--- src/rtl/ctrl_pkg.sv ---
`default_nettype none

package ctrl_pkg;

    // from execute
    typedef struct packed {
        logic        hold;        // mul, div, mem wait or pending jalr
        logic        redirect;
        logic [31:0] redirect_pc;
    } ctrl_t;

    // boot image write
    typedef struct packed {
        logic [31:0] addr;
        logic [31:0] data;
    } load_t;

endpackage

`default_nettype wire

--- src/rtl/fetch_pkg.sv ---
`default_nettype none

package fetch_pkg;

    localparam int PC_WIDTH = 32;
    localparam logic [PC_WIDTH-1:0] RESET_PC = 32'h8000_0000;

    localparam int NUM_BANKS  = 4;   // power of two
    localparam int BANK_BITS  = $clog2(NUM_BANKS);
    localparam int BANK_DEPTH = 256; // words per bank
    localparam int ROW_BITS   = $clog2(BANK_DEPTH);

    typedef logic [BANK_BITS-1:0] bank_idx_t;

    typedef struct packed {
        logic [PC_WIDTH-1:0] pc;
        logic                epoch;
    } fetch_req_t;

    typedef struct packed {
        logic [PC_WIDTH-1:0] pc;
        logic [31:0]         instr;
        logic                epoch; // epoch of the request that fetched it
    } fetch_rsp_t;

endpackage

`default_nettype wire

--- src/rtl/pc_gen.sv ---
`timescale 1ns/1ps
`default_nettype none

module pc_gen
    import fetch_pkg::*;
    import ctrl_pkg::*;
(
    input  logic                 clk,
    input  logic                 rst_n,
    input  ctrl_t                ctrl,
    output fetch_req_t           req,
    output logic [NUM_BANKS-1:0] req_valid,
    input  logic [NUM_BANKS-1:0] req_ready,
    input  logic                 order_ready,
    output logic                 order_valid,
    output bank_idx_t            order_bank,
    output logic                 epoch
);

    logic [PC_WIDTH-1:0] pc;
    logic                issued; // a request went out since the last redirect
    bank_idx_t           bank;
    logic                issue;
    logic                fire;

    assign bank  = pc[BANK_BITS+1:2]; // word interleaved
    assign issue = !ctrl.hold && !ctrl.redirect && order_ready;
    assign fire  = issue && req_ready[bank];

    always_comb begin
        req_valid       = '0;
        req_valid[bank] = issue;
    end

    assign req.pc    = pc;
    assign req.epoch = epoch;

    // order entry goes in with the request
    assign order_valid = fire;
    assign order_bank  = bank;

    // A redirect with nothing issued since the last one leaves the epoch alone.
    // Everything in flight is already stale then, and a second toggle would
    // make it look current again.
    always_ff @(posedge clk or negedge rst_n) begin
        if (!rst_n) begin
            pc     <= RESET_PC;
            epoch  <= 1'b0;
            issued <= 1'b0;
        end else if (ctrl.redirect) begin
            pc     <= ctrl.redirect_pc;
            epoch  <= epoch ^ issued;
            issued <= 1'b0;
        end else if (fire) begin
            pc     <= pc + PC_WIDTH'(4);
            issued <= 1'b1;
        end
    end

endmodule

`default_nettype wire

--- config.mk ---
export PLATFORM = sky130hd
export DESIGN_NAME = pc_gen
export DESIGN_NICKNAME = d
export VERILOG_FILES = /design/src/rtl/ctrl_pkg.sv /design/src/rtl/fetch_pkg.sv /design/src/rtl/pc_gen.sv
export SDC_FILE = /design/constraint.sdc
export NUM_CORES = 1
export LEC_CHECK = 0
export ABC_AREA = 1
export BUFFER_PORTS_ARGS = -buffer_cell sky130_fd_sc_hd__buf_4
export CORE_MARGIN = 2
export CORE_UTILIZATION = 48
export CTS_BUF_LIST = sky130_fd_sc_hd__clkbuf_4 sky130_fd_sc_hd__clkbuf_8
export DETAILED_ROUTE_END_ITERATION = 16
export GPL_ROUTABILITY_DRIVEN = 0
export MAX_ROUTING_LAYER = met4
export PLACE_DENSITY = 0.79
export SYNTH_ARGS = -nofsm -noshare
export SYNTH_HDL_FRONTEND = slang
export SYNTH_SLANG_ARGS = --single-unit
--- constraint.sdc ---
create_clock -name clk -period 1.64 [get_ports clk]
set_clock_uncertainty 0.2 [all_clocks]
set_input_delay 0.328 -clock clk [delete_from_list [all_inputs] [get_ports clk]]
set_output_delay 0.328 -clock clk [all_outputs]
set_load 0.02 [all_outputs]
==> flow_metrics.py, run 1 <==
metrics = {
    "worst_setup_path": {
        "worstSetupPathType": "register to primary output",
        "startpoint_type": "register",
        "cp.arrival_ns": 1.31,
        "slowest_delay_ns": 0.45,
        "cp_slowest_cell": "dfrtp_2",
        "required_ns": 1.11,
        "crit_family": "flip-flops",
        "path_buf_inv": 3,
        "endpoint_kind": "primary output",
        "path_max_fanout": 4,
        "startpoint": "pc[3]",
        "path_cells": "inv_2 > ha_2 > inv_1 > nor2_1 > buf_4",
        "r2r_start": "pc[3]",
    },
    "yosys": {
        "syn_area_per_cell_um2": 6.205,
        "synth-seq-cells": 34,
        "syn-cell-area_um2": 2581,
        "yosysWarnings": 0,
        "ys_seq_area_frac": 0.3301,
        "synthesis.nets": 461,
        "ys_types": 23,
        "synthCells": 416,
    },
    "status": {
        "outcome": "finished with violations",
        "violations": "negative setup slack",
    },
    "floorplan": {
        "dieArea_um2": 5980,
        "fp.dieW_um": 77.33,
        "core-area_um2": 5140,
        "die_y_um": 77.33,
        "ioPinCount": 82,
        "start_util": 0.5022,
        "rows": 26,
    },
    "timing": {
        "finalSetupViolCount": 28,
        "max_freq_mhz": 543.3,
        "setup_tns_ns": -2.703,
        "period_share": 1.122,
        "rsz0062_at_grt": "yes",
        "fin_ws_ns": -0.2005,
        "tightestPinTransition_ns": 0.4646,
        "final-max-slew-violation-count": 0,
        "period_needed_ns": 1.840,
        "relSlewSlack": 0.6903,
        "timing.final.hold_violations": 0,
        "timing.hold.ws_ns": 0.03665,
    },
    "finish": {
        "multiInputGateArea_um2": 1639,
        "seqCellArea_um2": 857.1,
        "drive_gt1_frac": 0.3586,
        "fillCellCount": 413,
        "antennaDiodeCount": 0,
        "synthToLayoutAreaGrowth_pct": 49.54,
        "fin_nets": 571,
    },
    "route": {
        "drt_pre_antenna_iters": 6,
        "drcViolationCount": 0,
        "first_iter_violations": 304,
        "drtAntennaViolNets": 0,
        "via_per_inst": 5.268,
        "avgRoutedWirePerCell_um": 14.40,
        "num_vias": 3145,
        "finalWirelength_mm": 8.594,
    },
    "global_routing": {
        "grt_usage": 0.2664,
        "grt_max_degree": 35,
        "grt_pass1_vias": 2828,
        "antenna_found_initial": 0,
        "grt-ovfl-total": 0,
        "grt_pass1_wl_mm": 12.78,
    },
    "clock_network": {
        "cts_sinks": 34,
        "cts_tree": "yes",
        "cts_buffer_depth": 2,
        "path_clk_slew_ns": 0.08,
        "clock_latency_ns": 0.30,
        "cts-root-buf": "clkbuf_8",
        "ctsHtreeMaxLevel": 2,
        "cts_buffers": 5,
    },
    "pwr": {
        "powerDensity_nw_per_um2": 764.3,
        "irDropWorstVdd_v": 0.0004511,
        "power.leakage_nw": 2.020,
    },
    "worst_hold_path": {
        "hp-class": "primary input to register",
        "hold_start": "ctrl[0]",
    },
    "placed_design": {
        "dp_hpwl_mm": 5.321,
        "portBuffers": 81,
    },
    "run": {
        "maxCapViolCount": 0,
    },
}
## cells in the mapped netlist, drive strengths merged
cell / n / area, um2
nor3: 1 / 5.000
or2: 1 / 6.260
xor2: 2 / 17.52
clkbuf: 4 / 15.01
o21bai: 3 / 22.52
and2: 2 / 12.51
ha: 4 / 50.05
dfrtp: 33 / 825.8
nor2: 42 / 202.7
xnor2: 5 / 43.79
nand3: 76 / 380.4
dfstp: 1 / 26.28
buf: 12 / 92.58
nand2: 168 / 638.1
o21a: 1 / 7.510
o21ai: 5 / 25.02
inv: 56 / 210.2
## area by class of cell
class / count / share of cell area
clock buffers: 5 / 0.01783
inverters: 56 / 0.05575
multi-input cells: 310 / 0.4246
repair buffers: 119 / 0.2467
clock inverters: 3 / 0.01037
well taps: 70 / 0.02269
flip-flops and latches: 34 / 0.2220
## routing by layer
metal  track usage  up-vias  wire [um]
li1              -     1491          -
met1        0.3472     1439       3472
met2        0.4322      186       4179
met3       0.04070       29        731
met4       0.07857        0        210
met5             -        -          0
## logic make-up after synthesis
| logic type | share of synthesized area |
|---|---|
| adder cells (fa/ha/maj) | 0.01939 |
| buffers and inverters | 0.1231 |
| XOR/XNOR | 0.02375 |
| AND/OR/NAND/NOR | 0.4823 |
| flip-flops | 0.3301 |
| AO/OA/AOI/OAI | 0.02133 |
## metrics by stage
step / util / area [um2] / total power, mW / cells / setup WS (ns)
2_1_floorplan: - / 2616 / 1.607 / 416 / 0.0002516
3_3_place_gp: 0.6643 / 3415 / 2.023 / 579 / 0.02969
3_5_place_dp: 0.6643 / 3415 / 2.044 / 579 / -0.02941
4_1_cts: 0.7145 / 3672 / 2.868 / 595 / -0.1870
5_1_grt: 0.7510 / 3860 / 3.087 / 597 / -0.2423
6_report: 0.7510 / 3860 / 2.950 / 597 / -0.2005
## power by group
part | internal [mW] | switching [mW]
Sequential | 0.947 | 0.139
Clock | 0.447 | 0.334
Combinational | 0.487 | 0.597
## worst paths after layout
kind	slack, ns	cells after the start	endpoint
max	-0.20	5	req_valid[1]
min	0.04	3	pc[0]
max reg2reg	-0.16	9	pc[10]
min in group asynchronous	0.33	2	pc[19]
max in group asynchronous	0.56	2	pc[12]
min reg2reg	0.29	2	issued
## placed cells by master (no fill, tap or decap), types with 2 or more instances in the layout
| master | synthesis | routed |
|---|---|---|
| nand3_2 | 0 | 20 |
| clkbuf_8 | 0 | 5 |
| dfrtp_1 | 33 | 29 |
| nand2_2 | 3 | 10 |
| nor2_4 | 5 | 10 |
| inv_2 | 3 | 4 |
| ha_1 | 4 | 2 |
| buf_6 | 4 | 15 |
| nand3_1 | 76 | 56 |
| o21ai_0 | 5 | 3 |
| clkinv_2 | 0 | 2 |
| xnor2_1 | 5 | 4 |
| nand2_4 | 0 | 5 |
| buf_4 | 3 | 103 |
| o21bai_1 | 3 | 2 |
| xor2_1 | 2 | 2 |
| inv_4 | 0 | 2 |
| nand2_1 | 165 | 153 |
| inv_1 | 53 | 50 |
| and2_1 | 2 | 2 |
| nor2_1 | 34 | 30 |
| dfrtp_2 | 0 | 4 |
| nor2_2 | 3 | 2 |
## what timing repair did
| action | CTS | global route |
|---|---|---|
| gates cloned | 0 | 0 |
| resized for setup | 24 | 44 |
| endpoints found under the hold margin | 33 | 0 |
| hold buffers | 1 | 0 |
| setup endpoints to repair | 19 | 37 |
| pin swaps | 13 | 31 |
| setup buffers | 7 | 3 |
## worst min-delay path, delay by kind of cell
family	cells	cell delay (ns)
buffers and inverters	1	0.07
AND/OR/NAND/NOR	2	0.09
## state kept, by name, indices dropped and copies added (netlist names)
register / cells
issued: 1
epoch: 1
pc: 32
(Power assumes the default switching activity.)
==> inputs of run 2 (changes only) <==
- CORE_ASPECT_RATIO: unset -> 1.1
- PLACE_DENSITY: 0.79 -> 0.85
==> flow_metrics.py, run 2 (synthesis results as in run 1) <==
metrics = {
    "status": {
        "outcome": "finished with violations",
        "violations": "negative setup slack",
    },
    "route": {
        "first_iter_violations": 516,
        "avgRoutedWirePerCell_um": 16.90,
        "drtAntennaViolNets": 0,
        "num_vias": 3498,
        "via_per_inst": 5.753,
        "drcViolationCount": 0,
        "drt_pre_antenna_iters": 8,
        "finalWirelength_mm": 10.28,
    },
    "floorplan": {
        "die_y_um": 80.91,
        "dieArea_um2": 5981,
        "core-area_um2": 5290,
        "rows": 28,
        "ioPinCount": 82,
        "fp.dieW_um": 73.92,
        "start_util": 0.4879,
    },
    "clock_network": {
        "ctsHtreeMaxLevel": 2,
        "cts_buffers": 5,
        "cts_sinks": 34,
        "cts_tree": "yes",
        "clock_latency_ns": 0.30,
        "cts_buffer_depth": 2,
        "path_clk_slew_ns": 0.08,
        "cts-root-buf": "clkbuf_8",
    },
    "worst_hold_path": {
        "hp-class": "primary input to register",
    },
    "run": {
        "maxCapViolCount": 0,
    },
    "placed_design": {
        "dpl-instance-area_um2": 3368,
        "dp_hpwl_mm": 5.535,
        "portBuffers": 81,
        "pre_cts_ws_ns": -0.03714,
    },
    "worst_setup_path": {
        "worstSetupPathType": "register to register",
        "endpoint_kind": "register",
        "required_ns": 1.69,
        "r2r_setup_slack_ns": -0.37,
        "cp.arrival_ns": 2.05,
        "startpoint_type": "register",
        "path_max_fanout": 7,
    },
    "finish": {
        "synthToLayoutAreaGrowth_pct": 54.97,
        "fin_util": 0.7561,
        "final_cell_mix": "nand2_1, buf_4, nand3_1",
        "regMostFlops": "pc",
        "fin_nets": 577,
        "largest_register_ffs": 32,
        "fin_area_um2": 4000,
        "drive_gt1_frac": 0.3846,
        "mostFrequentLayoutCell": "nand2_1",
        "antennaDiodeCount": 0,
        "reg_top3": "pc: 32 flops, epoch: 1 flops, issued: 1 flops",
    },
    "timing": {
        "period_needed_ns": 2.005,
        "final-max-slew-violation-count": 0,
        "timing.final.hold_violations": 0,
        "rsz0062_at_grt": "yes",
        "finalSetupViolCount": 38,
        "relSlewSlack": 0.6919,
        "period_share": 1.223,
        "fin_ws_ns": -0.3650,
        "max_freq_mhz": 498.7,
        "tightestPinTransition_ns": 0.4622,
    },
    "global_routing": {
        "grt.busiest_layer": "met2",
        "grt_pass1_vias": 3206,
        "use_met3": 0.07692,
        "grt_pass1_wl_mm": 14.55,
        "grt-ovfl-total": 0,
        "use_met1": 0.3626,
        "grt_usage": 0.3246,
        "grt_max_degree": 35,
        "use_met2": 0.5339,
        "antenna_found_initial": 0,
    },
    "pwr": {
        "totalPowerFinal_mw": 3.058,
        "irDropWorstVdd_v": 0.0004178,
        "power.leakage_nw": 2.043,
        "powerDensity_nw_per_um2": 764.6,
    },
}
[run 2: metrics by stage]
| stage | cells | hold WS (ns) | TNS (ns) |
|---|---|---|---|
| after floorplan | 416 | -0.1676 | 0 |
| after global placement | 577 | 0.1043 | 0 |
| after detailed placement | 577 | 0.1049 | -0.2096 |
| after CTS | 603 | 0.02499 | -2.515 |
| after global routing | 608 | 0.03644 | -8.643 |
| final | 608 | 0.01666 | -6.551 |
[run 2: metal layers]
| layer | up-vias | part of all wire | routed length [um] |
|---|---|---|---|
| li1 | 1510 | - | - |
| met1 | 1587 | 0.36 | 3683 |
| met2 | 307 | 0.47 | 4864 |
| met3 | 94 | 0.099 | 1016 |
| met4 | 0 | 0.069 | 712 |
| met5 | - | 0 | 0 |
[run 2: final cells by class]
| class | instances | area, um2 |
|---|---|---|
| clock buffer | 5 | 68.82 |
| tap | 75 | 93.84 |
| timing repair buffer | 125 | 1050 |
| multi-input combinational | 310 | 1665 |
| clock inverter | 3 | 45.04 |
| fill | 358 | 1290 |
| sequential | 34 | 859.6 |
| inverter | 56 | 217.7 |
[run 2: what timing repair did]
item | CTS | global route
hold buffers | 1 | 0
pin swaps | 31 | 31
gates resized for setup | 45 | 42
gates cloned | 1 | 1
buffers inserted | 16 | 8
hold endpoints to repair | 33 | 0
endpoints found under the setup margin | 27 | 38
[run 2: worst max-delay path: stages, from the launching register on]
cell and delay, ns:
dfrtp_2 0.46, buf_6 0.14, ha_4 0.18, nand2_4 0.07, nor2_4 0.18, nand2_4 0.13, nor2_4 0.21, nand2_1 0.11
nand2_1 0.10, nand3_2 0.08, nand2_1 0.07
[run 2: worst paths after layout]
kind	endpoint	from	depth (start not counted)
setup / recovery	pc[20]	pc[2]	10
hold / removal	pc[1]	ctrl[1]	3
setup reg to reg	pc[20]	pc[2]	10
hold reg to reg	pc[0]	pc[0]	2
max in group asynchronous	pc[11]	rst_n	2
min in group asynchronous	pc[25]	rst_n	2
[run 2: where the power goes]
part           internal (mW)  switching (mW)
registers              0.947           0.154
clock network          0.452           0.362
logic                  0.510           0.633
total                   1.91            1.15
