[config.mk]
export PLATFORM = sky130hd
export DESIGN_NAME = fetch_merge
export DESIGN_NICKNAME = d
export VERILOG_FILES = /design/src/rtl/fetch_pkg.sv /design/src/rtl/fetch_fifo.sv /design/src/rtl/fetch_merge.sv
export SDC_FILE = /design/constraint.sdc
export NUM_CORES = 1
export LEC_CHECK = 0
export BUFFER_PORTS_ARGS = -buffer_cell sky130_fd_sc_hd__buf_4
export CAP_MARGIN = 15
export CORE_ASPECT_RATIO = 0.7
export CORE_UTILIZATION = 45
export DETAILED_ROUTE_END_ITERATION = 16
export PLACE_DENSITY = 0.7
export SKIP_CTS_REPAIR_TIMING = 1
export SLEW_MARGIN = 20
export SYNTH_ARGS = -nofsm -noshare
export SYNTH_HDL_FRONTEND = slang
export SYNTH_HIERARCHICAL = 1
export SYNTH_SLANG_ARGS = --single-unit
[constraint.sdc]
create_clock -name clk -period 9.85 [get_ports clk]
set_input_delay 0.985 -clock clk [delete_from_list [all_inputs] [get_ports clk]]
set_output_delay 0.985 -clock clk [all_outputs]
set_load 0.05 [all_outputs]
[src/rtl/fetch_pkg.sv]
`default_nettype none

package fetch_pkg;

    localparam int PC_WIDTH = 32;
    localparam logic [PC_WIDTH-1:0] RESET_PC = 32'h8000_0000;

    localparam int NUM_BANKS  = 4;   // power of two
    localparam int BANK_BITS  = $clog2(NUM_BANKS);
    localparam int BANK_DEPTH = 256; // words per bank
    localparam int ROW_BITS   = $clog2(BANK_DEPTH);

    typedef logic [BANK_BITS-1:0] bank_idx_t;

    typedef struct packed {
        logic [PC_WIDTH-1:0] pc;
        logic                epoch;
    } fetch_req_t;

    typedef struct packed {
        logic [PC_WIDTH-1:0] pc;
        logic [31:0]         instr;
        logic                epoch; // epoch of the request that fetched it
    } fetch_rsp_t;

endpackage

`default_nettype wire

[src/rtl/fetch_fifo.sv]
`timescale 1ns/1ps
`default_nettype none

module fetch_fifo #(
    parameter type payload_t = logic,
    parameter int  DEPTH     = 2
) (
    input  logic     clk,
    input  logic     rst_n,
    input  logic     in_valid,
    input  payload_t in_data,
    output logic     in_ready,
    output logic     out_valid,
    output payload_t out_data,
    input  logic     out_ready,
    input  logic     flush
);

    localparam int PTR_W = (DEPTH > 1) ? $clog2(DEPTH) : 1;
    localparam int CNT_W = $clog2(DEPTH + 1);

    payload_t         mem [DEPTH];
    logic [PTR_W-1:0] wr_ptr;
    logic [PTR_W-1:0] rd_ptr;
    logic [CNT_W-1:0] count;
    logic             push;
    logic             pop;

    assign out_valid = (count != '0);
    assign in_ready  = (count != CNT_W'(DEPTH)) || out_ready; // full queue takes a write on a pop
    assign push      = in_valid && in_ready;
    assign pop       = out_valid && out_ready;
    assign out_data  = mem[rd_ptr];

    always_ff @(posedge clk) begin
        if (push) begin
            mem[wr_ptr] <= in_data;
        end
    end

    always_ff @(posedge clk or negedge rst_n) begin
        if (!rst_n) begin
            wr_ptr <= '0;
            rd_ptr <= '0;
            count  <= '0;
        end else if (flush) begin
            wr_ptr <= '0;
            rd_ptr <= '0;
            count  <= '0;
        end else begin
            if (push) begin
                wr_ptr <= (wr_ptr == PTR_W'(DEPTH - 1)) ? '0 : wr_ptr + 1'b1;
            end
            if (pop) begin
                rd_ptr <= (rd_ptr == PTR_W'(DEPTH - 1)) ? '0 : rd_ptr + 1'b1;
            end
            count <= count + CNT_W'(push) - CNT_W'(pop);
        end
    end

endmodule

`default_nettype wire

[src/rtl/fetch_merge.sv]
`timescale 1ns/1ps
`default_nettype none

module fetch_merge
    import fetch_pkg::*;
(
    input  logic                         clk,
    input  logic                         rst_n,
    input  logic                         order_valid,
    input  bank_idx_t                    order_bank,
    output logic                         order_ready,
    input  logic       [NUM_BANKS-1:0]   rsp_valid,
    input  fetch_rsp_t [NUM_BANKS-1:0]   rsp,
    output logic       [NUM_BANKS-1:0]   rsp_ready,
    input  logic                         epoch,
    output logic                         out_valid,
    output fetch_rsp_t                   out,
    input  logic                         out_ready
);

    bank_idx_t  head;       // bank holding the oldest instruction
    fetch_rsp_t sel;
    fetch_rsp_t oq_data;
    logic       ord_in_ready;
    logic       ord_valid;
    logic       ord_pop;
    logic       stale;
    logic       oq_in_ready;
    logic       oq_valid;
    logic       pend_epoch; // epoch of everything in the order queue
    logic       epoch_d;
    logic       drain;
    logic       flush;

    fetch_fifo #(
        .payload_t (bank_idx_t),
        .DEPTH     (4)
    ) i_order_fifo (
        .clk       (clk),
        .rst_n     (rst_n),
        .in_valid  (order_valid),
        .in_data   (order_bank),
        .in_ready  (ord_in_ready),
        .out_valid (ord_valid),
        .out_data  (head),
        .out_ready (ord_pop),
        .flush     (1'b0)
    );

    // old-epoch requests must leave before new ones enter
    assign drain       = ord_valid && (pend_epoch != epoch);
    assign order_ready = ord_in_ready && !drain;

    assign sel     = rsp[head];
    assign stale   = (sel.epoch != epoch);
    assign ord_pop = ord_valid && rsp_valid[head] && (stale || oq_in_ready);

    always_comb begin
        rsp_ready       = '0;
        rsp_ready[head] = ord_pop;
    end

    assign flush = (epoch != epoch_d); // wrong-path entries already queued for decode

    always_ff @(posedge clk or negedge rst_n) begin
        if (!rst_n) begin
            pend_epoch <= 1'b0;
            epoch_d    <= 1'b0;
        end else begin
            epoch_d <= epoch;
            if (order_valid && order_ready) begin
                pend_epoch <= epoch;
            end
        end
    end

    fetch_fifo #(
        .payload_t (fetch_rsp_t),
        .DEPTH     (4)
    ) i_out_fifo (
        .clk       (clk),
        .rst_n     (rst_n),
        .in_valid  (ord_pop && !stale),
        .in_data   (sel),
        .in_ready  (oq_in_ready),
        .out_valid (oq_valid),
        .out_data  (oq_data),
        .out_ready (out_ready),
        .flush     (flush)
    );

    assign out_valid = oq_valid && (oq_data.epoch == epoch); // hide until flushed
    assign out       = oq_data;

endmodule

`default_nettype wire

==> results of run 1 <==
## cell families (layout without fill, tap and decap cells)
family / count (synthesis) / count (layout)
other: 1 / 2
XOR/XNOR: 7 / 7
AND/OR/NAND/NOR: 50 / 50
multiplexers: 143 / 143
AO/OA/AOI/OAI: 11 / 11
adder cells (fa/ha/maj): 16 / 16
flip-flops: 284 / 284
buffers and inverters: 49 / 405
## synthesized netlist by cell type (all sizes together), types with 2 or more instances
library cell	n	share of area [%]
nor3	4	0.20
or3	4	0.21
nor2b	3	0.15
nand2	4	0.12
nand4b	2	0.14
inv	13	0.39
mux2i	7	0.62
dfrtp	16	3.2
or4b	2	0.16
clkbuf	9	0.27
fa	2	0.32
nand3	3	0.12
o31ai	5	0.42
nor2	9	0.27
buf	27	1.5
xor2	4	0.28
ha	14	1.4
a21oi	2	0.080
and3	8	0.44
and2	3	0.19
nor3b	3	0.26
mux4	131	24
mux2	5	0.51
nand2b	2	0.10
xnor2	3	0.21
nand3b	2	0.12
edfxtp	268	64
## flip-flops by register name (all words and copies together) (netlist names)
register and count:
epoch_d 1, i_order_fifo/count 3, i_order_fifo/mem 8, i_order_fifo/rd_ptr 2
i_order_fifo/wr_ptr 2, i_out_fifo/count 3, i_out_fifo/mem 260, i_out_fifo/rd_ptr 2
i_out_fifo/wr_ptr 2, pend_epoch 1
## metal layers
| metal | up-vias | wire length, um | track usage [%] |
|---|---|---|---|
| met1 | 3592 | 11700 | 26.3 |
| met5 | - | 0 | 0 |
| met4 | 0 | 356 | 3.67 |
| met2 | 233 | 12900 | 29.8 |
| li1 | 3082 | - | - |
| met3 | 28 | 1680 | 4.16 |
## area by class of cell
cell class                 instances  area (um2)
antenna                            1        2.50
clock buffer                      35         694
clock inverter                    13        67.6
fill                            2030       10900
inverter                          13        48.8
multi-input combinational        228        3810
sequential                       284        8450
tap                              364         455
timing repair buffer             344        2580
## through the flow
step,setup slack (ns),instance area [um2],cells
after global placement,5.26,15400,1233
after CTS,4.72,16100,1281
after detailed placement,5.19,15400,1233
final,4.76,16100,1282
after global routing,4.54,16100,1282
after floorplan,5.64,12500,561
## worst max-delay path, stage by stage, from the launching register on
cell and delay (ns):
dfrtp_1 0.45, mux4_4 1.15, mux2i_2 0.46, mux2i_1 0.38, a211oi_2 0.09, or4b_1 0.64
a21boi_1 0.20, buf_4 0.19
## cell usage in the layout (no fill, tap or decap), types with 5 or more instances in the layout
| master | n |
|---|---|
| edfxtp_1 | 268 |
| mux4_2 | 129 |
| inv_1 | 13 |
| clkbuf_1 | 8 |
| mux2i_1 | 5 |
| buf_4 | 344 |
| clkbuf_16 | 26 |
| dfrtp_1 | 14 |
| ha_1 | 14 |
| nor2_1 | 9 |
| clkinv_1 | 9 |
## worst min-delay path by stage
stage | start | end | slack [ns] | depth (start not counted)
3_3_place_gp | pend_epoch | pend_epoch | 0.49 | 1
6_report | rst_n | pend_epoch | 0.31 | 1
2_1_floorplan | pend_epoch | pend_epoch | 0.48 | 1
5_1_grt | rst_n | i_out_fifo/count[2] | 0.31 | 1
3_5_place_dp | pend_epoch | pend_epoch | 0.50 | 1
4_1_cts | rst_n | pend_epoch | 0.30 | 1
## power by group through the flow
stage                     clock network [mW]  registers [mW]  logic [mW]
after floorplan                            0            1.62        1.20
after global placement                     0            1.66        1.59
after detailed placement                   0            1.67        1.61
after CTS                              0.926            1.64        1.61
after global routing                   0.975            1.65        1.68
final                                  0.904            1.64        1.59
==> summary.md, run 1 <==
| Metric | Value |
|---|---|
| Cell count after synthesis | 561 |
| Skew-Pair Late Insertion Delay | approximately 0.52 ns |
| Switching Fraction | 34.5% |
| Synth Area in Compound Gates | 0.820% |
| Setup crit start | i_order_fifo/rd_ptr[0] |
| MaxCap Viol Count | 0 |
| Largest net degree at the start of global routing | 73 |
| # DRC | 0 |
| Final Slew Violations | 0 |
| Worst relative slew slack | 29.4% |
| Yosys Warn Count | 6 |
| Setup slack, reg-to-reg | 5.24 ns |
| CTS max path bufs | 3 |
| Fraction of layout cells with a size suffix above 1 | 57.7% |
| Root Buffer | clkbuf_16 |
| Avg WL per Cell | 20.8 um |
| Die Wd | roughly 200 um |
| Critical Path End | order_ready |
| Mux cell area share after synthesis | 24.7% |
| Gate power share | between 30 and 40% |
| Initial DRC count | 396 |
| FF-to-FF End | i_order_fifo/count[2] |
| CP required | slightly below 9 ns |
| Die ar. | 0.0285 mm2 |
| # nets final | 1184 |
| Clock power frac | 21.9% |
| Core Area | around 0.027 mm2 |
| GPL Wtd Cong | 0.775 |
| Starting Density | a little under half |
| Worst R2R Start | i_order_fifo/rd_ptr[0] |
| Setup TNS | 0 ns |
| Critical path class | reg -> out |
| Vias/cell | 5.41 |
| Simple-Gate Fraction of Synth Area | around 2.6% |
| CTS tree | built |
| Switching power | 1.42 mW |
| Number of global-route vias before repair | 6996 |
| Post-synthesis sequential area ratio | 67.5% |
| RSZ-0062 raised after global routing | false |
| DP HPWL | 17.8 mm |
| Total global-route track usage | 18.5% |
| Main synth FF type | edfxtp_1 |
| Worst hold-check slack | approximately 0.31 ns |
| Worst hold path type | in -> async |
| P_leak | about 5.9 nW |
| Placement Rows | 50 |
| Post-route minimum period | about 5 ns |
| Total Power | 4.13 mW |
| Syn_area_per_cell | 22.3 um2 |
| FF+latch count, synth | 284 |
| Critical path arrival | 4.10 ns |
| Vias | 6935 |
| VDD IR-drop max | ~0.00015 V |
| Yosys cell types | 45 |
| Asr flop ratio synth | 5.63% |
| Worst reg2reg path depth | 14 |
| EDFF count, synth | approximately 270 |
| Outcome | finished clean |
| Fmax | 197 MHz |
| CP startpoint kind | flip-flop |
| Fin Clk Skew | 0.0112 ns |
| P_int | 2.71 mW |
| Gr ovfl total | 0 |
| Die H | approximately 140 um |
| PwrDens | 256 mW/mm2 |
| # clock sinks | 284 |
| Largest family of logic cells by synthesized area | multiplexers |
| Syn nets | 848 |
| # IOs | 342 |
| Post-Synth XOR/XNOR Area | 0.490% |
| Adder-cell share of the synthesized area | approximately 1.7% |
| Cell area after synthesis | 0.0125 mm2 |
| Tcrit/Tclk final | 51.7% |
| Num CTS Buffers | 26 |
| CP Capture Type | output port |
| # port buffers | 341 |
| Post-DRT Antenna Nets | 0 |
| DR pass1 iterations | 4 |
| Area Growth Syn to Fin | 28.8% |
| Htree depth | 1 |
| Final wirelength | ~27 mm |
| Sequential Power Share | 39.6% |
| Final core occ | 59.6% |
| Max Fanout on Critical Path | 72 |
| Final Hold Fails | 0 |
| Initial antenna violation count | 1 |
| Register clock-pin slew on the reported worst setup and hold paths | 0.07 ns |
| First-pass GRT wire length | between 40 and 50 mm |
| Slew @ Worst Pin | between 1 and 1.5 ns |
| Setup-failing EPs final | 0 |
No activity file was read; power rests on OpenSTA's default activity.
==> inputs of run 2 (changes only) <==
--- a/config.mk
+++ b/config.mk
@@ -5,12 +5,13 @@
 export SDC_FILE = /design/constraint.sdc
 export NUM_CORES = 1
 export LEC_CHECK = 0
+export ABC_AREA = 1
 export BUFFER_PORTS_ARGS = -buffer_cell sky130_fd_sc_hd__buf_4
 export CAP_MARGIN = 15
 export CORE_ASPECT_RATIO = 0.7
 export CORE_UTILIZATION = 45
 export DETAILED_ROUTE_END_ITERATION = 16
-export PLACE_DENSITY = 0.7
+export PLACE_DENSITY = 0.72
 export SKIP_CTS_REPAIR_TIMING = 1
 export SLEW_MARGIN = 20
 export SYNTH_ARGS = -nofsm -noshare
==> constraint.sdc (replaced) <==
create_clock -name clk -period 4.6 [get_ports clk]
set_input_delay 0.46 -clock clk [delete_from_list [all_inputs] [get_ports clk]]
set_output_delay 0.46 -clock clk [all_outputs]
set_load 0.05 [all_outputs]
==> run 2 against run 1 <==
Die area is 4.1% higher. Synthesized cell count is 98% higher. Global-route usage grew 3.3 points. Synthesized area up 4.2%. Critical path depth rose by 8. Utilization down 0.27 points. Cell area rose by 3.6%. Non-clock buffer count rose by 18. Register-to-register slack worse by 4.3 ns. Critical path type unchanged.
==> summary.md, run 2 <==
| Metric | Value |
|---|---|
| Num CTS Buffers | 27 |
| Top post-synthesis cells by area | edfxtp_1 62%, nand3_1 5.5%, o21ai_0 3.9%, nor2_1 3.8%, a22oi_1 3.6% |
| Top flop regs | i_out_fifo/mem x260, i_order_fifo/mem x8 |
| CP Buf/Inv Count | 5 |
| Die H | 144 um |
| Die ar. | 0.0297 mm2 |
| First-pass GRT wire length | between 40 and 50 mm |
| VDD IR-drop max | 0.000448 V |
| Synth area leader | edfxtp_1 |
| Yosys cell types | 34 |
| Area Growth Syn to Fin | 28.2% |
| Post-route minimum period | 3.71 ns |
| Setup TNS | 0 ns |
| DP HPWL | between 20 and 25 mm |
| FF+latch count, synth | roughly 280 |
| Cells along the critical path | inv_1 -> o21ai_0 -> o22ai_4 -> buf_4 -> nand2_1 -> nand2_1 -> nand2_1 -> nand3_1 -> nand2_1 -> inv_1 -> nor2_2 -> nand2_2 -> inv_1 -> a21oi_1 -> buf_4 |
| Starting Density | 46.3% |
| Post-synthesis sequential area ratio | 64.8% |
| CP delay by family, top | buffers and inverters |
| Initial antenna violation count | 0 |
| Slew @ Worst Pin | 0.920 ns |
| Post-DRT Antenna Nets | 0 |
| # clock sinks | 284 |
| Max reg flops | 260 |
| MaxCap Viol Count | 0 |
| Worst relative slew slack | between 30% and 40% |
| DR pass1 iterations | 4 |
| Most frequent cells after synthesis | 268 x edfxtp_1, 142 x nand3_1, 133 x nor2_1 |
| # nets final | 1715 |
| Max Fanout on Critical Path | 37 |
| P_leak | 6.47 nW |
| Htree depth | 1 |
| Main synth FF type | edfxtp_1 |
| WL met2 | 15.9 mm |
| Number of global-route vias before repair | 9174 |
| Vias | 9855 |
| # DRC | 0 |
| Setup-failing EPs final | 0 |
| Fin Clk Skew | 0.0107 ns |
| Setup crit start | i_order_fifo/rd_ptr[0] |
| Final wirelength | 33.5 mm |
| Asr flop ratio synth | 5.63% |
| CP startpoint kind | flip-flop |
| Switching Fraction | a little over two fifths |
| Fraction of layout cells with a size suffix above 1 | 32.6% |
| Die Wd | 205 um |
| DP Area | 0.0158 mm2 |
| Gr ovfl total | 0 |
| Cell mode on critical path | nand2_1 |
| M1 WL | 14.6 mm |
| Final instance area | 0.0167 mm2 |
| Cell area after synthesis | 0.0130 mm2 |
| Outcome | finished clean |
| Critical-path top delay cell | dfrtp_1 |
| PwrDens | 665 mW/mm2 |
| Critical path class | reg -> out |
| Final core occ | between 50% and 60% |
| Largest net degree at the start of global routing | just under 90 |
| Top cell type's share of synthesized area | 61.8% |
| Fillcell total | 2268 |
| EDFF count, synth | 268 |
| Critical path arrival | 3.25 ns |
| Cell count after synthesis | about 1100 |
| RSZ-0062 raised after global routing | false |
| Antenna cell count | 0 |
| Top sig layer | met4 |
| # port buffers | around 340 |
| Met3 routed WL | 2.41 mm |
| Placed Instances | roughly 1800 |
| Cell Count, Final, Fillers Out | 1818 |
| Fmax | 269 MHz |
| Switching power | 4.77 mW |
| # IOs | 342 |
| Worst Hold Launch | epoch |
| Yosys Warn Count | 6 |
| P_int | 6.34 mW |
| Skew-Pair Late Insertion Delay | between 0.5 and 0.6 ns |
| Vias/cell | 5.42 |
| CP Capture Type | output port |
| Core Area | roughly 0.028 mm2 |
| Worst R2R Start | i_order_fifo/rd_ptr[0] |
| Sequential Power Share | 33.5% |
| Commonest cells after routing, fill and taps aside | 361 x buf_4, 268 x edfxtp_1, 142 x nand3_1 |
| Tcrit/Tclk final | 80.7% |
| CTS tree | built |
| Final Slew Violations | 0 |
| Syn_area_per_cell | roughly 12 um2 |
| Crit-path max cell delay | 0.46 ns |
| Total Power | 11.1 mW |
| Placement Rows | between 50 and 60 |
| Most frequent cell after synthesis | edfxtp_1 |
| CP required | about 4.1 ns |
| Root Buffer | clkbuf_16 |
| Initial DRC count | ~600 |
| Register clock-pin slew on the reported worst setup and hold paths | 0.06 ns |
| Final Hold Fails | 0 |
| GPL Wtd Cong | 0.812 |
| Avg WL per Cell | 18.4 um |
| CTS max path bufs | 3 |
| Worst hold path type | in -> reg |
| Largest Register | i_out_fifo/mem |
| Clock power frac | around a fifth |
| Commonest non-fill, non-tap cell in the layout | buf_4 |
| Gate power share | 46.3% |
| Total global-route track usage | 21.8% |
[run 2: cell types whose count changed after synthesis, moves of 29 or more]
| cell | delta |
|---|---|
| o21ai_0 | +101 |
| o21ai_1 | +29 |
| mux4_2 | -131 |
| o22ai_1 | +47 |
| nand2_1 | +102 |
| nand3_1 | +139 |
| nor2_1 | +124 |
| a22oi_1 | +63 |
[run 2: path summary, 6_finish.rpt]
kind	end	slack [ns]	cells after the start
setup / recovery	order_ready	0.89	15
hold / removal	epoch_d	0.11	1
setup reg to reg	i_out_fifo/count[2]	0.98	19
hold reg to reg	pend_epoch	0.54	2
max in group asynchronous	i_out_fifo/rd_ptr[0]	4.03	2
min in group asynchronous	i_order_fifo/count[0]	0.35	2
[run 2: power by group through the flow]
| stage | registers [mW] | clock network, mW | logic [mW] |
|---|---|---|---|
| 3_5_place_dp | 3.77 | 0 | 5.16 |
| 2_1_floorplan | 3.71 | 0 | 3.65 |
| 4_1_cts | 3.72 | 2.28 | 5.17 |
| 3_3_place_gp | 3.77 | 0 | 5.06 |
| 5_1_grt | 3.75 | 2.38 | 5.51 |
| 6_report | 3.72 | 2.25 | 5.14 |
[run 2: through the flow]
| stage | hold WS [ns] | setup WS (ns) |
|---|---|---|
| global route | 0.103 | 0.565 |
| finish | 0.115 | 0.886 |
| detailed placement | 0.342 | 1.01 |
| floorplan | 0.164 | -0.231 |
| CTS | -0.216 | 0.892 |
| global placement | 0.342 | 1.18 |
[run 2: kinds of logic after synthesis]
kind of cell    count (synthesis)  share of synthesized area (%)
fa+ha+maj                      16                           1.65
xor+xnor                        1                         0.0672
compound gates                272                           13.4
simple gates                  423                           15.2
other cells                     1                         0.0288
flops                         284                           64.8
buf+inv                       116                           4.83
[run 2: metal layers]
metal	track usage [%]	vias up
met3	3.56	44
li1	-	4736
met4	4.56	0
met5	0	-
met2	37.2	361
met1	29.5	4714
[run 2: cell type report]
type	instances	area (um2)	share of cell area (%)
clock buffers	28	679	4.07
clock inverters	20	223	1.33
inverters	38	148	0.884
multi-input cells	715	4020	24.1
flip-flops and latches	284	8450	50.6
well taps	371	464	2.78
repair buffers	362	2720	16.3
[run 2: worst reg2reg max path, stage by stage (launching register included)]
cell,delay (ns)
dfrtp_1,0.46
inv_1,0.13
o21ai_0,0.14
o22ai_4,0.16
buf_4,0.43
nand2_1,0.19
nand2_1,0.19
nand2_1,0.07
nand2_1,0.06
nand3_1,0.09
inv_1,0.10
nand2_1,0.29
ha_1,0.39
inv_1,0.05
ha_1,0.14
inv_1,0.05
fa_1,0.38
nand3_1,0.09
nand2_1,0.05
nor2_1,0.09
==> inputs of run 3 (changes only) <==
--- a/config.mk
+++ b/config.mk
@@ -5,13 +5,13 @@
 export SDC_FILE = /design/constraint.sdc
 export NUM_CORES = 1
 export LEC_CHECK = 0
-export ABC_AREA = 1
+export ABC_AREA = 0
 export BUFFER_PORTS_ARGS = -buffer_cell sky130_fd_sc_hd__buf_4
 export CAP_MARGIN = 15
 export CORE_ASPECT_RATIO = 0.7
 export CORE_UTILIZATION = 45
 export DETAILED_ROUTE_END_ITERATION = 16
-export PLACE_DENSITY = 0.72
+export PLACE_DENSITY = 0.73
 export SKIP_CTS_REPAIR_TIMING = 1
 export SLEW_MARGIN = 20
 export SYNTH_ARGS = -nofsm -noshare
==> constraint.sdc (replaced) <==
create_clock -name clk -period 3.15 [get_ports clk]
set_input_delay 0.315 -clock clk [delete_from_list [all_inputs] [get_ports clk]]
set_output_delay 0.315 -clock clk [all_outputs]
set_load 0.05 [all_outputs]
==> run 3 against run 2 <==
The flow now finishes with violations (setup timing). Sequential share of layout area down 0.63 points. Utilization up 3.3 points. Flip-flop and latch count did not move. Routed wire length down 13%. Final cell count shrank 27%. Critical path depth decreased by 1. Sequential power increased by 36%. Critical endpoint is now i_out_fifo/count[1]. Largest cell class unchanged.
==> summary.md, run 3 (same netlist as run 1, synthesis figures left out) <==
| Metric | Value |
|---|---|
| Fmax | approximately 280 MHz |
| FF-to-FF End | i_out_fifo/count[1] |
| Final Slew Violations | 0 |
| Pre-CTS setup slack | -0.444 ns |
| Setup crit start | i_order_fifo/rd_ptr[0] |
| CP Buf/Inv Count | 5 |
| Slew @ Worst Pin | about 0.67 ns |
| Tcrit/Tclk final | 113% |
| Die H | 142 um |
| Gr ovfl total | 0 |
| # port buffers | 341 |
| Largest net degree at the start of global routing | 38 |
| Largest Register | i_out_fifo/mem |
| Max Fanout on Critical Path | 4 |
| Worst relative slew slack | 55.5% |
| # nets final | 1238 |
| Final instance area | 0.0169 mm2 |
| # clock sinks | 284 |
| Area Growth Syn to Fin | 35.3% |
| CP startpoint kind | flip-flop |
| CP Capture Type | flip-flop |
| CP delay by family, top | adder cells |
| Failing checks | setup timing |
| Avg WL per Cell | 21.9 um |
| DR pass1 iterations | 5 |
| Core Area | 0.0270 mm2 |
| Critical path depth | 14 |
| Number of global-route vias before repair | 7493 |
| Setup slack, reg-to-reg | -0.41 ns |
| Die ar. | 0.0285 mm2 |
| Initial antenna violation count | 1 |
| CTS tree | built |
| Critical Path End | i_out_fifo/count[1] |
| Final Hold Fails | 0 |
| Initial DRC count | 494 |
| Htree depth | 1 |
| Register clock-pin slew on the reported worst setup and hold paths | roughly 0.060 ns |
| # DRC | 0 |
| Total Power | 13.6 mW |
| DP Area | approximately 0.016 mm2 |
| Setup TNS | -2.10 ns |
| Final core occ | a little over three fifths |
| Num CTS Buffers | 27 |
| Worst reg2reg path depth | 14 |
| Cell Count, Final, Fillers Out | 1336 |
| Post-route minimum period | 3.56 ns |
| Outcome | finished, violations left |
| Die Wd | 201 um |
| DP HPWL | 20.4 mm |
| P_leak | 6.24 nW |
| Max reg flops | 260 |
| MaxCap Viol Count | 0 |
| Cell mode on critical path | inv_1 |
| Post-DRT Antenna Nets | 0 |
| Fin Clk Skew | ~0.012 ns |
| Worst hold path type | in -> reg |
| GPL Wtd Cong | 0.807 |
| Fraction of layout cells with a size suffix above 1 | between 60% and 70% |
| Placed Instances | 1270 |
| Worst R2R Start | i_order_fifo/rd_ptr[0] |
| Critical-path top delay cell | mux4_4 |
| Total global-route track usage | 19.9% |
| First-pass GRT wire length | 43.3 mm |
| Final wirelength | 29.3 mm |
| CP required | 3.54 ns |
| Setup-failing EPs final | 7 |
| Starting Density | 46.3% |
| Skew-Pair Late Insertion Delay | 0.53 ns |
| RSZ-0062 raised after global routing | true |
| Cells along the critical path | mux4_4 -> buf_12 -> mux2_2 -> nand3b_1 -> buf_4 -> a221oi_4 -> and2_4 -> inv_1 -> ha_1 -> inv_1 -> ha_2 -> inv_2 -> fa_2 -> nor2_1 |
| Vias/cell | 5.42 |
| Setup ws final | -0.406 ns |
| CTS max path bufs | 3 |
| PwrDens | 805 mW/mm2 |
| Placement Rows | 50 |
| Critical path class | reg -> reg |
| Commonest non-fill, non-tap cell in the layout | buf_4 |
| Top flop regs | i_out_fifo/mem x260, i_order_fifo/mem x8 |
| Worst hold-check slack | 0.126 ns |
| # IOs | 342 |
| VDD IR-drop max | 0.000624 V |
| Crit-path max cell delay | 0.71 ns |
| Critical path arrival | between 3 and 4 ns |
| Commonest cells after routing, fill and taps aside | 370 x buf_4, 268 x edfxtp_1, 129 x mux4_2 |
| Root Buffer | clkbuf_16 |
| Vias | 7244 |
run 3: cell types whose count changed in the layout (fill, tap and decap cells not counted), moves of 46 or more:
cell and change:
nand3_1 -140, mux4_2 +129, nor2_1 -119, nand2_1 -102, o21ai_0 -101, a22oi_1 -63
o22ai_1 -46
run 3: worst min-delay path by stage:
| stage | end | start | slack (ns) | depth (start not counted) |
|---|---|---|---|---|
| 2_1_floorplan | epoch_d | rst_n | 0.02 | 0 |
| 3_3_place_gp | i_order_fifo/wr_ptr[0] | rst_n | 0.19 | 1 |
| 3_5_place_dp | i_order_fifo/wr_ptr[0] | rst_n | 0.20 | 1 |
| 4_1_cts | pend_epoch | rst_n | -0.37 | 1 |
| 5_1_grt | i_order_fifo/wr_ptr[1] | order_valid | 0.13 | 3 |
| 6_report | i_order_fifo/wr_ptr[0] | order_valid | 0.13 | 3 |
run 3: worst min-delay path, delay by kind of cell:
kind / cells / cell delay (ns)
buf+inv: 1 / 0.13
compound gates: 1 / 0.08
simple gates: 1 / 0.10
run 3: power breakdown:
| group | switching [mW] | internal, mW | total (mW) | leakage [nW] |
|---|---|---|---|---|
| clock network | 1.32 | 1.73 | 3.04 | 0.400 |
| logic | 3.19 | 2.32 | 5.52 | 3.21 |
| registers | 0.155 | 4.90 | 5.06 | 2.62 |
| total | 4.66 | 8.95 | 13.6 | 6.24 |
run 3: metal layers:
metal	GRT usage, %	vias up	wire length, um
li1	-	3195	-
met1	28.0	3731	12600
met5	0	-	0
met2	33.1	281	14200
met3	3.61	37	1930
met4	3.95	0	493
run 3: cell type report:
class,count,area [um2]
diodes,1,2.50
repair buffers,397,3230
well taps,364,455
clock inverters,18,138
flip-flops and latches,284,8460
clock buffers,31,691
fillers,1973,10100
inverters,13,48.8
multi-input cells,228,3900
